$ cat config.mk
export PLATFORM = sky130hd
export DESIGN_NAME = executeStage
export DESIGN_NICKNAME = d
export VERILOG_FILES = /design/src/verilog/isaPkg.sv /design/src/verilog/pipePkg.sv /design/src/verilog/executeStage.sv
export VERILOG_INCLUDE_DIRS = /design/src /design/src/verilog
export SDC_FILE = /design/constraint.sdc
export NUM_CORES = 1
export LEC_CHECK = 0
export BUFFER_PORTS_ARGS = -buffer_cell sky130_fd_sc_hd__buf_2
export CORE_UTILIZATION = 25
export CTS_CLUSTER_DIAMETER = 80
export DETAILED_ROUTE_END_ITERATION = 10
export GPL_TIMING_DRIVEN = 0
export PLACE_DENSITY = 0.42
export REMOVE_ABC_BUFFERS = 1
export SETUP_SLACK_MARGIN = 0.3
export SLEW_MARGIN = 20
export SYNTH_ARGS = -nofsm -noshare
export SYNTH_HDL_FRONTEND = slang
export SYNTH_SLANG_ARGS = --single-unit
$ cat constraint.sdc
create_clock -name i_clk -period 13.4 [get_ports i_clk]
set_clock_uncertainty 0.05 [all_clocks]
set_input_delay 2.01 -clock i_clk [delete_from_list [all_inputs] [get_ports i_clk]]
set_output_delay 2.01 -clock i_clk [all_outputs]
set_load 0.03 [all_outputs]
$ cat src/verilog/cpuCfg.svh
`ifndef CPU_CFG_SVH
`define CPU_CFG_SVH

// Datapath and instruction word width
`define CPU_DATA_W      32

// Memory sizes in words
`define CPU_IMEM_DEPTH  256
`define CPU_DMEM_DEPTH  256

// Register file geometry
`define CPU_REG_COUNT   32
`define CPU_REG_ADDR_W  5

`endif

$ cat src/verilog/isaPkg.sv
`include "cpuCfg.svh"

package isaPkg;

    // Primary opcode, bits 31:26
    typedef enum logic [5:0] {
        OP_RTYPE = 6'h00,
        OP_BEQ   = 6'h04,
        OP_ADDI  = 6'h08,
        OP_LW    = 6'h23,
        OP_SW    = 6'h2B
    } opcode_t;

    // R-type function field, bits 5:0
    typedef enum logic [5:0] {
        FN_SLL = 6'h00,
        FN_ADD = 6'h20,
        FN_SUB = 6'h22,
        FN_AND = 6'h24,
        FN_OR  = 6'h25,
        FN_SLT = 6'h2A
    } funct_t;

    typedef struct packed {
        opcode_t                    opcode;
        logic [`CPU_REG_ADDR_W-1:0] rs;
        logic [`CPU_REG_ADDR_W-1:0] rt;
        logic [`CPU_REG_ADDR_W-1:0] rd;
        logic [`CPU_REG_ADDR_W-1:0] shamt;
        funct_t                     funct;
    } rType_t;

    typedef struct packed {
        opcode_t                    opcode;
        logic [`CPU_REG_ADDR_W-1:0] rs;
        logic [`CPU_REG_ADDR_W-1:0] rt;
        logic [15:0]                imm;
    } iType_t;

    // Same word seen through either format
    typedef union packed {
        rType_t r;
        iType_t i;
    } instr_t;

    localparam instr_t NOP = '0;

endpackage

$ cat src/verilog/pipePkg.sv
package pipePkg;

    // Operations the ALU can perform
    typedef enum logic [2:0] {
        ALU_ADD,
        ALU_SUB,
        ALU_AND,
        ALU_OR,
        ALU_SLT,
        ALU_SLL
    } aluOp_t;

    // Where ALU control takes the operation from
    typedef enum logic [1:0] {
        CLS_MEM,     // Address add for lw/sw
        CLS_BRANCH,  // Subtract for beq compare
        CLS_FUNCT,   // R-type funct field
        CLS_IMM      // addi
    } aluClass_t;

endpackage

$ cat src/verilog/executeStage.sv
`timescale 1ns/1ps
`include "cpuCfg.svh"

module executeStage (
    input  logic                                i_clk,
    input  logic                                i_reset,
    input  logic [`CPU_DATA_W-1:0]              i_rsData,
    input  logic [`CPU_DATA_W-1:0]              i_rtData,
    input  logic [`CPU_DATA_W-1:0]              i_imm,
    input  logic [`CPU_REG_ADDR_W-1:0]          i_rt,
    input  logic [`CPU_REG_ADDR_W-1:0]          i_rd,
    input  logic [`CPU_REG_ADDR_W-1:0]          i_shamt,
    input  isaPkg::funct_t                      i_funct,
    input  logic [`CPU_DATA_W-1:0]              i_pcPlus4,
    input  logic                                i_regDst,
    input  logic                                i_aluSrc,
    input  pipePkg::aluClass_t                  i_aluClass,
    input  logic                                i_branch,
    input  logic                                i_memRead,
    input  logic                                i_memWrite,
    input  logic                                i_memToReg,
    input  logic                                i_regWrite,
    output logic [`CPU_DATA_W-1:0]              o_aluResult,
    output logic                                o_zero,
    output logic [`CPU_DATA_W-1:0]              o_branchTarget,
    output logic [`CPU_DATA_W-1:0]              o_storeData,
    output logic [`CPU_REG_ADDR_W-1:0]          o_destReg,
    output logic                                o_branch,
    output logic                                o_memRead,
    output logic                                o_memWrite,
    output logic                                o_memToReg,
    output logic                                o_regWrite
);

    pipePkg::aluOp_t            aluOp;
    logic [`CPU_DATA_W-1:0]     opB;
    logic [`CPU_DATA_W-1:0]     aluResult;
    logic [`CPU_DATA_W-1:0]     branchTarget;
    logic [`CPU_REG_ADDR_W-1:0] destReg;

    // ALU control
    always_comb begin
        aluOp = pipePkg::ALU_ADD;
        case (i_aluClass)
            pipePkg::CLS_BRANCH: aluOp = pipePkg::ALU_SUB;
            pipePkg::CLS_FUNCT: begin
                case (i_funct)
                    isaPkg::FN_SUB: aluOp = pipePkg::ALU_SUB;
                    isaPkg::FN_AND: aluOp = pipePkg::ALU_AND;
                    isaPkg::FN_OR:  aluOp = pipePkg::ALU_OR;
                    isaPkg::FN_SLT: aluOp = pipePkg::ALU_SLT;
                    isaPkg::FN_SLL: aluOp = pipePkg::ALU_SLL;
                    default:        aluOp = pipePkg::ALU_ADD;
                endcase
            end
            default: aluOp = pipePkg::ALU_ADD;
        endcase
    end

    assign opB = i_aluSrc ? i_imm : i_rtData;

    always_comb begin
        case (aluOp)
            pipePkg::ALU_SUB: aluResult = i_rsData - opB;
            pipePkg::ALU_AND: aluResult = i_rsData & opB;
            pipePkg::ALU_OR:  aluResult = i_rsData | opB;
            pipePkg::ALU_SLT: aluResult = `CPU_DATA_W'($signed(i_rsData) < $signed(opB));
            pipePkg::ALU_SLL: aluResult = opB << i_shamt;
            default:          aluResult = i_rsData + opB;
        endcase
    end

    // Word offset relative to the delay slot
    assign branchTarget = i_pcPlus4 + {i_imm[`CPU_DATA_W-3:0], 2'b00};
    assign destReg      = i_regDst ? i_rd : i_rt;

    ////////////////////////////////////////
    // EX/MEM register
    ////////////////////////////////////////
    always_ff @(posedge i_clk) begin
        o_aluResult    <= aluResult;
        o_zero         <= (aluResult == '0);
        o_branchTarget <= branchTarget;
        o_storeData    <= i_rtData;
        o_destReg      <= destReg;
        if (i_reset) begin
            o_branch   <= 1'b0;
            o_memRead  <= 1'b0;
            o_memWrite <= 1'b0;
            o_memToReg <= 1'b0;
            o_regWrite <= 1'b0;
        end else begin
            o_branch   <= i_branch;
            o_memRead  <= i_memRead;
            o_memWrite <= i_memWrite;
            o_memToReg <= i_memToReg;
            o_regWrite <= i_regWrite;
        end
    end

endmodule

* After elaboration in Yosys (flattened, before gate mapping)
Index checks and enable logic that the tools add are counted.
** Storage, ports and cells
- Bits in registers :: 107
- Input port bits :: 160
- Output and inout port bits :: 107
** Cells by class
- Add/subtract/negate cells :: 3
- Magnitude comparators :: 1
- Equal/unequal tests :: 11
- Shifts and indexed selects :: 1
- Muxes and demuxes :: 5
- Bitwise logic cells :: 2
- Reduce and logical (&&, ||, !) cells :: 2
** Operators with widths (number)
- $pmux 32 s5 :: 1
- $add 32x32->32 :: 2
- $and 32x32->32 :: 1
- $logic_not 32->1 :: 1
- $lt 32x32->1 :: 1
- $mux 32 :: 1
- $or 32x32->32 :: 1
- $shl 32x5->32 :: 1
- $sub 32x32->32 :: 1
- $eq 6x6->1 const B :: 4
- $pmux 3 s5 :: 1
- $eq 3x2->1 const B :: 2
- $eq 3x3->1 const B :: 2
- $logic_not 6->1 :: 1
- $pmux 3 s2 :: 1
- $mux 5 :: 1
- $eq 3x1->1 const B :: 1
- $eq 2x1->1 const B :: 1
- $eq 2x2->1 const B :: 1

* Depth between registers and ports, before layout
- Word-level depth :: 6
- Mapped depth :: 20

* Least setup slack after synthesis
Ideal clock, no wire load.
- Path type :: in2reg
- Start point :: in i_aluSrc
- End point :: reg o_zero
- Data arrival time :: 7823 ps
- Data required time :: 13262 ps
- Slack :: 5439 ps
- Stages on the path :: 19
- Buffers on the path :: 6
- Path through :: clkbuf_1 > buf_2 > buf_1 > clkbuf_1 > buf_2 > buf_1 > mux2i_1 > ha_1 > o21ba_2 > a2111o_1 > mux2i_1 > a21oi_1 > o32a_1 > or4_1 > or4_1 > or4_1 > nor4_1 > nand4b_1 > nor4_2
** On the way
- Word-level cells in the longest chain between the ends :: 4
** Ends and longest elaborated chain
- start, declared :: line executeStage.sv:16 : input logic i_aluSrc,
- $mux 32 * :: line executeStage.sv:60 : assign opB = i_aluSrc ? i_imm : i_rtData;
- $add 32x32->32 (tied with other cells) :: line executeStage.sv:69 : default: aluResult = i_rsData + opB;
- $pmux 32 s5 * :: line executeStage.sv:63 : case (aluOp)
- named net aluResult[5] :: line executeStage.sv:37 : logic [`CPU_DATA_W-1:0] aluResult;
- $logic_not 32->1 * :: line executeStage.sv:82 : o_zero <= (aluResult == '0);
- end signal, assigned :: line executeStage.sv:82
- end, declared :: line executeStage.sv:24 : output logic o_zero,
The timed path passes the listed nets; every way through them passes the cells marked *.
A chain may end at the register's enable or synchronous reset.

* Final worst setup path
Same ends and word-level chain as after synthesis.

==> tab_implementation.tex <==
\begin{tabular}{lr}
\hline
Metric & Value \\
\hline
\multicolumn{2}{l}{\textbf{Outcome}} \\
\quad Run status & finished, final reports clean \\
\multicolumn{2}{l}{\textbf{Yosys}} \\
\quad Number of warnings issued by yosys & 0 \\
\quad Post-synthesis async set-or-reset flop share & 0 \\
\quad Synth Instances & approximately 1500 \\
\quad Number of enable flip-flop cells after synthesis & 0 \\
\quad Most instantiated flip-flop cell in the synthesis netlist & dfxtp\_1 \\
\quad Synth Register Bits & between 100 and 150 \\
\quad Post-Synthesis Cell Area & 0.0120 mm2 \\
\quad Number of different library cells in the post-synthesis netlist & 84 \\
\quad Sequential share of the synthesized area & 0.178 \\
\quad Mean area per synthesized cell & about 8.3 um2 \\
\multicolumn{2}{l}{\textbf{Drt}} \\
\quad Sum of routed wire length over all layers & $\sim$51000 um \\
\quad Detail-routed via count per cell & 5.34 \\
\quad Top layer reached by signal wires & met5 \\
\quad Metal3 WL & roughly 3000 um \\
\quad Met2 WL & 23600 um \\
\quad Number of vias in the routed layout & approximately 12000 \\
\quad Routed length on met1 & around 23000 um \\
\quad First-pass iteration count of the detailed router & 5 \\
\quad Post-route DRC violation count & 0 \\
\quad Routed length per instance & $\sim$22 um \\
\quad Remaining antenna violation count & 0 \\
\quad Number of DRC violations after detailed-routing iteration 0 & between 900 and 1000 \\
\multicolumn{2}{l}{\textbf{Timing}} \\
\quad Number of endpoints failing setup at the final stage & 0 \\
\quad Number of slew-limit violations in the final report & 0 \\
\quad Sum Neg Setup Slack & 0 ps \\
\quad Final hold vios & 0 \\
\quad Max-slew headroom at the worst pin & 0.201 \\
\quad Least-Margin Pin Slew & between 1000 and 1500 ps \\
\quad Setup repair after global routing missed its margin & no \\
\quad Fmax & $\sim$120 MHz \\
\quad Minimum clock period & 8080 ps \\
\quad Worst setup margin & between 5000 and 6000 ps \\
\quad Part of the cycle the worst path needs & 0.603 \\
\multicolumn{2}{l}{\textbf{Clock network}} \\
\quad Htree depth & 3 \\
\quad Root buffer cell & clkbuf\_16 \\
\quad Number of buffers on the longest clock path & 2 \\
\quad Number of resized instances in the post-cts repair step & 0 \\
\quad Hold buffers post-CTS & 0 \\
\quad Total setup buffers inserted after CTS & 0 \\
\quad Inserted Clock Buffers & 9 \\
\quad Clock-pin slew on the worst setup and hold paths & around 80 ps \\
\quad Clock tree from TritonCTS & built \\
\quad Num Clock Sinks & 107 \\
\multicolumn{2}{l}{\textbf{Global routing}} \\
\quad Number of global-route vias before repair & around 12000 \\
\quad Largest net degree at the start of global routing & 63 \\
\quad Number of antenna violations at the first check in global routing & 5 \\
\quad Global-route wire length before repair & approximately 76000 um \\
\quad Leftover overflow at the end of global routing & 0 \\
\quad GRT Util Overall & 0.206 \\
\multicolumn{2}{l}{\textbf{Power and ir drop}} \\
\quad Power Dens Cells & 97.2 mW/mm2 \\
\quad Share of power burned in combinational logic & 0.520 \\
\quad Internal power consumption & between 0.7 and 0.8 mW \\
\quad Worst supply voltage drop on vdd & a little over 0.00006 V \\
\quad Share of total power in sequential cells & 0.275 \\
\quad Total power draw & between 1 and 1.5 mW \\
\quad Static leakage & between 6 and 7 nW \\
\quad Switching power & roughly 0.63 mW \\
\quad Relative contribution of the clock network to total power & 0.205 \\
\quad Net Sw Frac & 0.451 \\
\multicolumn{2}{l}{\textbf{Finish}} \\
\quad Layout cell share with drive strength beyond 1 & 0.228 \\
\quad Multi-input combinational cell area & approximately 0.0092 mm2 \\
\quad Storage element area & 0.00214 mm2 \\
\quad Final Net Count & 1981 \\
\quad Non-filler instance count after layout & 2299 \\
\quad Fill cell total of the finished layout & between 5000 and 6000 \\
\quad P\&R area growth vs syn & 19.4\% \\
\multicolumn{2}{l}{\textbf{Floorplanning}} \\
\quad Std-Cell Rows & 80 \\
\quad Chip width & 221 um \\
\quad Effective utilization at floorplan & 0.253 \\
\quad Die extent in y & between 200 and 250 um \\
\quad Top-Level Pins & 267 \\
\quad Core outline area & $\sim$0.048 mm2 \\
\quad Die footprint & around 0.049 mm2 \\
\multicolumn{2}{l}{\textbf{Worst setup path}} \\
\quad Worst Path Arrival & slightly above 8000 ps \\
\quad Critical Path Sink Type & flip-flop \\
\quad Worst EP required & approximately 14000 ps \\
\quad Highest fanout seen on the critical path & 49 \\
\quad Critical path launch point type & primary input \\
\quad Path type of the worst setup path & primary input to flip-flop \\
\multicolumn{2}{l}{\textbf{Placed design}} \\
\quad Placed Instances & about 2300 \\
\quad Worst slack at placement & just over 5000 ps \\
\quad Total of buffers placed on input and output ports & $\sim$270 \\
\quad Routability-driven placement congestion ratio & $\sim$0.91 \\
\quad Placed wire-length estimate & around 43000 um \\
\multicolumn{2}{l}{\textbf{Hold path}} \\
\quad Cells on Worst Hold Path & 1 \\
\quad Tightest Hold Check Type & primary input to flip-flop \\
\multicolumn{2}{l}{\textbf{Run}} \\
\quad Number of max-capacitance violations reported & 0 \\
\hline
\end{tabular}
[power by group through the flow]
stage / Sequential (mW) / Clock [mW] / Combinational [mW]
after floorplan: 0.499 / 0 / 0.348
after global placement: 0.390 / 0 / 0.716
after detailed placement: 0.391 / 0 / 0.721
after CTS: 0.385 / 0.297 / 0.724
after global routing: 0.389 / 0.308 / 0.779
final: 0.384 / 0.286 / 0.726
[cell usage in the layout, fill, tap and decap left out, types with 18 or more instances in the layout]
master    instances
nand2_1          96
xnor2_1          43
mux4_2           46
a21oi_1         114
a21o_1           25
ha_1            142
mux2i_1          66
inv_1           117
mux2_2           19
nor2b_1          24
a211oi_1         27
a22oi_1          18
o21ai_0          69
buf_2           269
nand2b_1         22
nor2_1          102
nor3_1           24
dfxtp_1         107
nand3_1          29
[registers in the layout, summed over array words and instances (netlist names), 5 cells and up]
signal and flops:
o_aluResult 32, o_branchTarget 32, o_storeData 32, o_destReg 5
[per-layer routing]
metal | vias to the layer above | global-route usage
li1 | 5839 | -
met1 | 5936 | 0.273
met2 | 424 | 0.333
met3 | 70 | 0.0368
met4 | 6 | 0.0731
met5 | - | 0
[synth_stat cells, types with 10 or more instances]
cell type,n,area share
xnor2_1,43,0.031
o31ai_1,17,0.011
o211ai_1,15,0.0094
mux2_2,19,0.018
o21ai_0,69,0.029
o221ai_1,11,0.0080
nor2b_1,24,0.012
mux2i_1,66,0.055
a21oi_1,114,0.047
nor2_1,103,0.032
nor4_1,20,0.010
inv_1,117,0.037
ha_1,142,0.15
o21a_1,14,0.0087
nor3_1,25,0.010
nand3_1,30,0.012
dfxtp_1,107,0.18
o21bai_1,15,0.0094
nand2_1,96,0.030
buf_2,11,0.0046
a21o_1,25,0.016
xor2_1,10,0.0073
mux4_2,46,0.086
clkbuf_1,42,0.013
a311oi_1,10,0.0073
a211oi_1,28,0.017
nand2b_1,22,0.011
a22oi_1,18,0.011
[cells by family after synthesis]
group	after synthesis	share of synthesized area
compound gates	438	0.248
xor+xnor	53	0.0386
fa+ha+maj	145	0.153
buf+inv	185	0.0618
flops	107	0.178
mux	131	0.159
simple gates	393	0.162
[worst max-delay path, cell delays in order]
cell and delay [ps]:
buf_4 230, buf_16 300, mux2i_1 800, inv_1 150, ha_1 270, fa_1 440, nor2_1 200, o311ai_1 270
a211oi_1 390, o21ai_0 260, o41ai_1 990, a21boi_0 590, o311ai_0 610, xnor2_1 170, nand2_1 70, a32oi_1 360
nor4_2 100
[stage by stage]
stage / cell area, um2 / hold WS, ps / utilization
2_1_floorplan: 11700 / 1990 / -
3_3_place_gp: 13800 / 2060 / 0.290
3_5_place_dp: 14000 / 2060 / 0.295
4_1_cts: 14400 / 1640 / 0.301
5_1_grt: 14400 / 1650 / 0.301
6_report: 14400 / 1660 / 0.301
[path summary, 6_finish.rpt]
kind / endpoint / startpoint / slack [ps]
worst max-delay path: o_zero$_DFF_P_ / i_aluSrc / 5320
worst min-delay path: o_branchTarget[0]$_DFF_P_ / i_pcPlus4[0] / 1660
[layout make-up]
class | instances | area share
tap | 615 | 0.0536
antenna | 3 | 0.000523
clock buffer | 13 | 0.0195
multi-input combinational | 1160 | 0.640
clock inverter | 3 | 0.00192
timing repair buffer | 279 | 0.104
inverter | 119 | 0.0311
sequential | 107 | 0.149
Note: power is estimated with default switching activity, not from simulation.
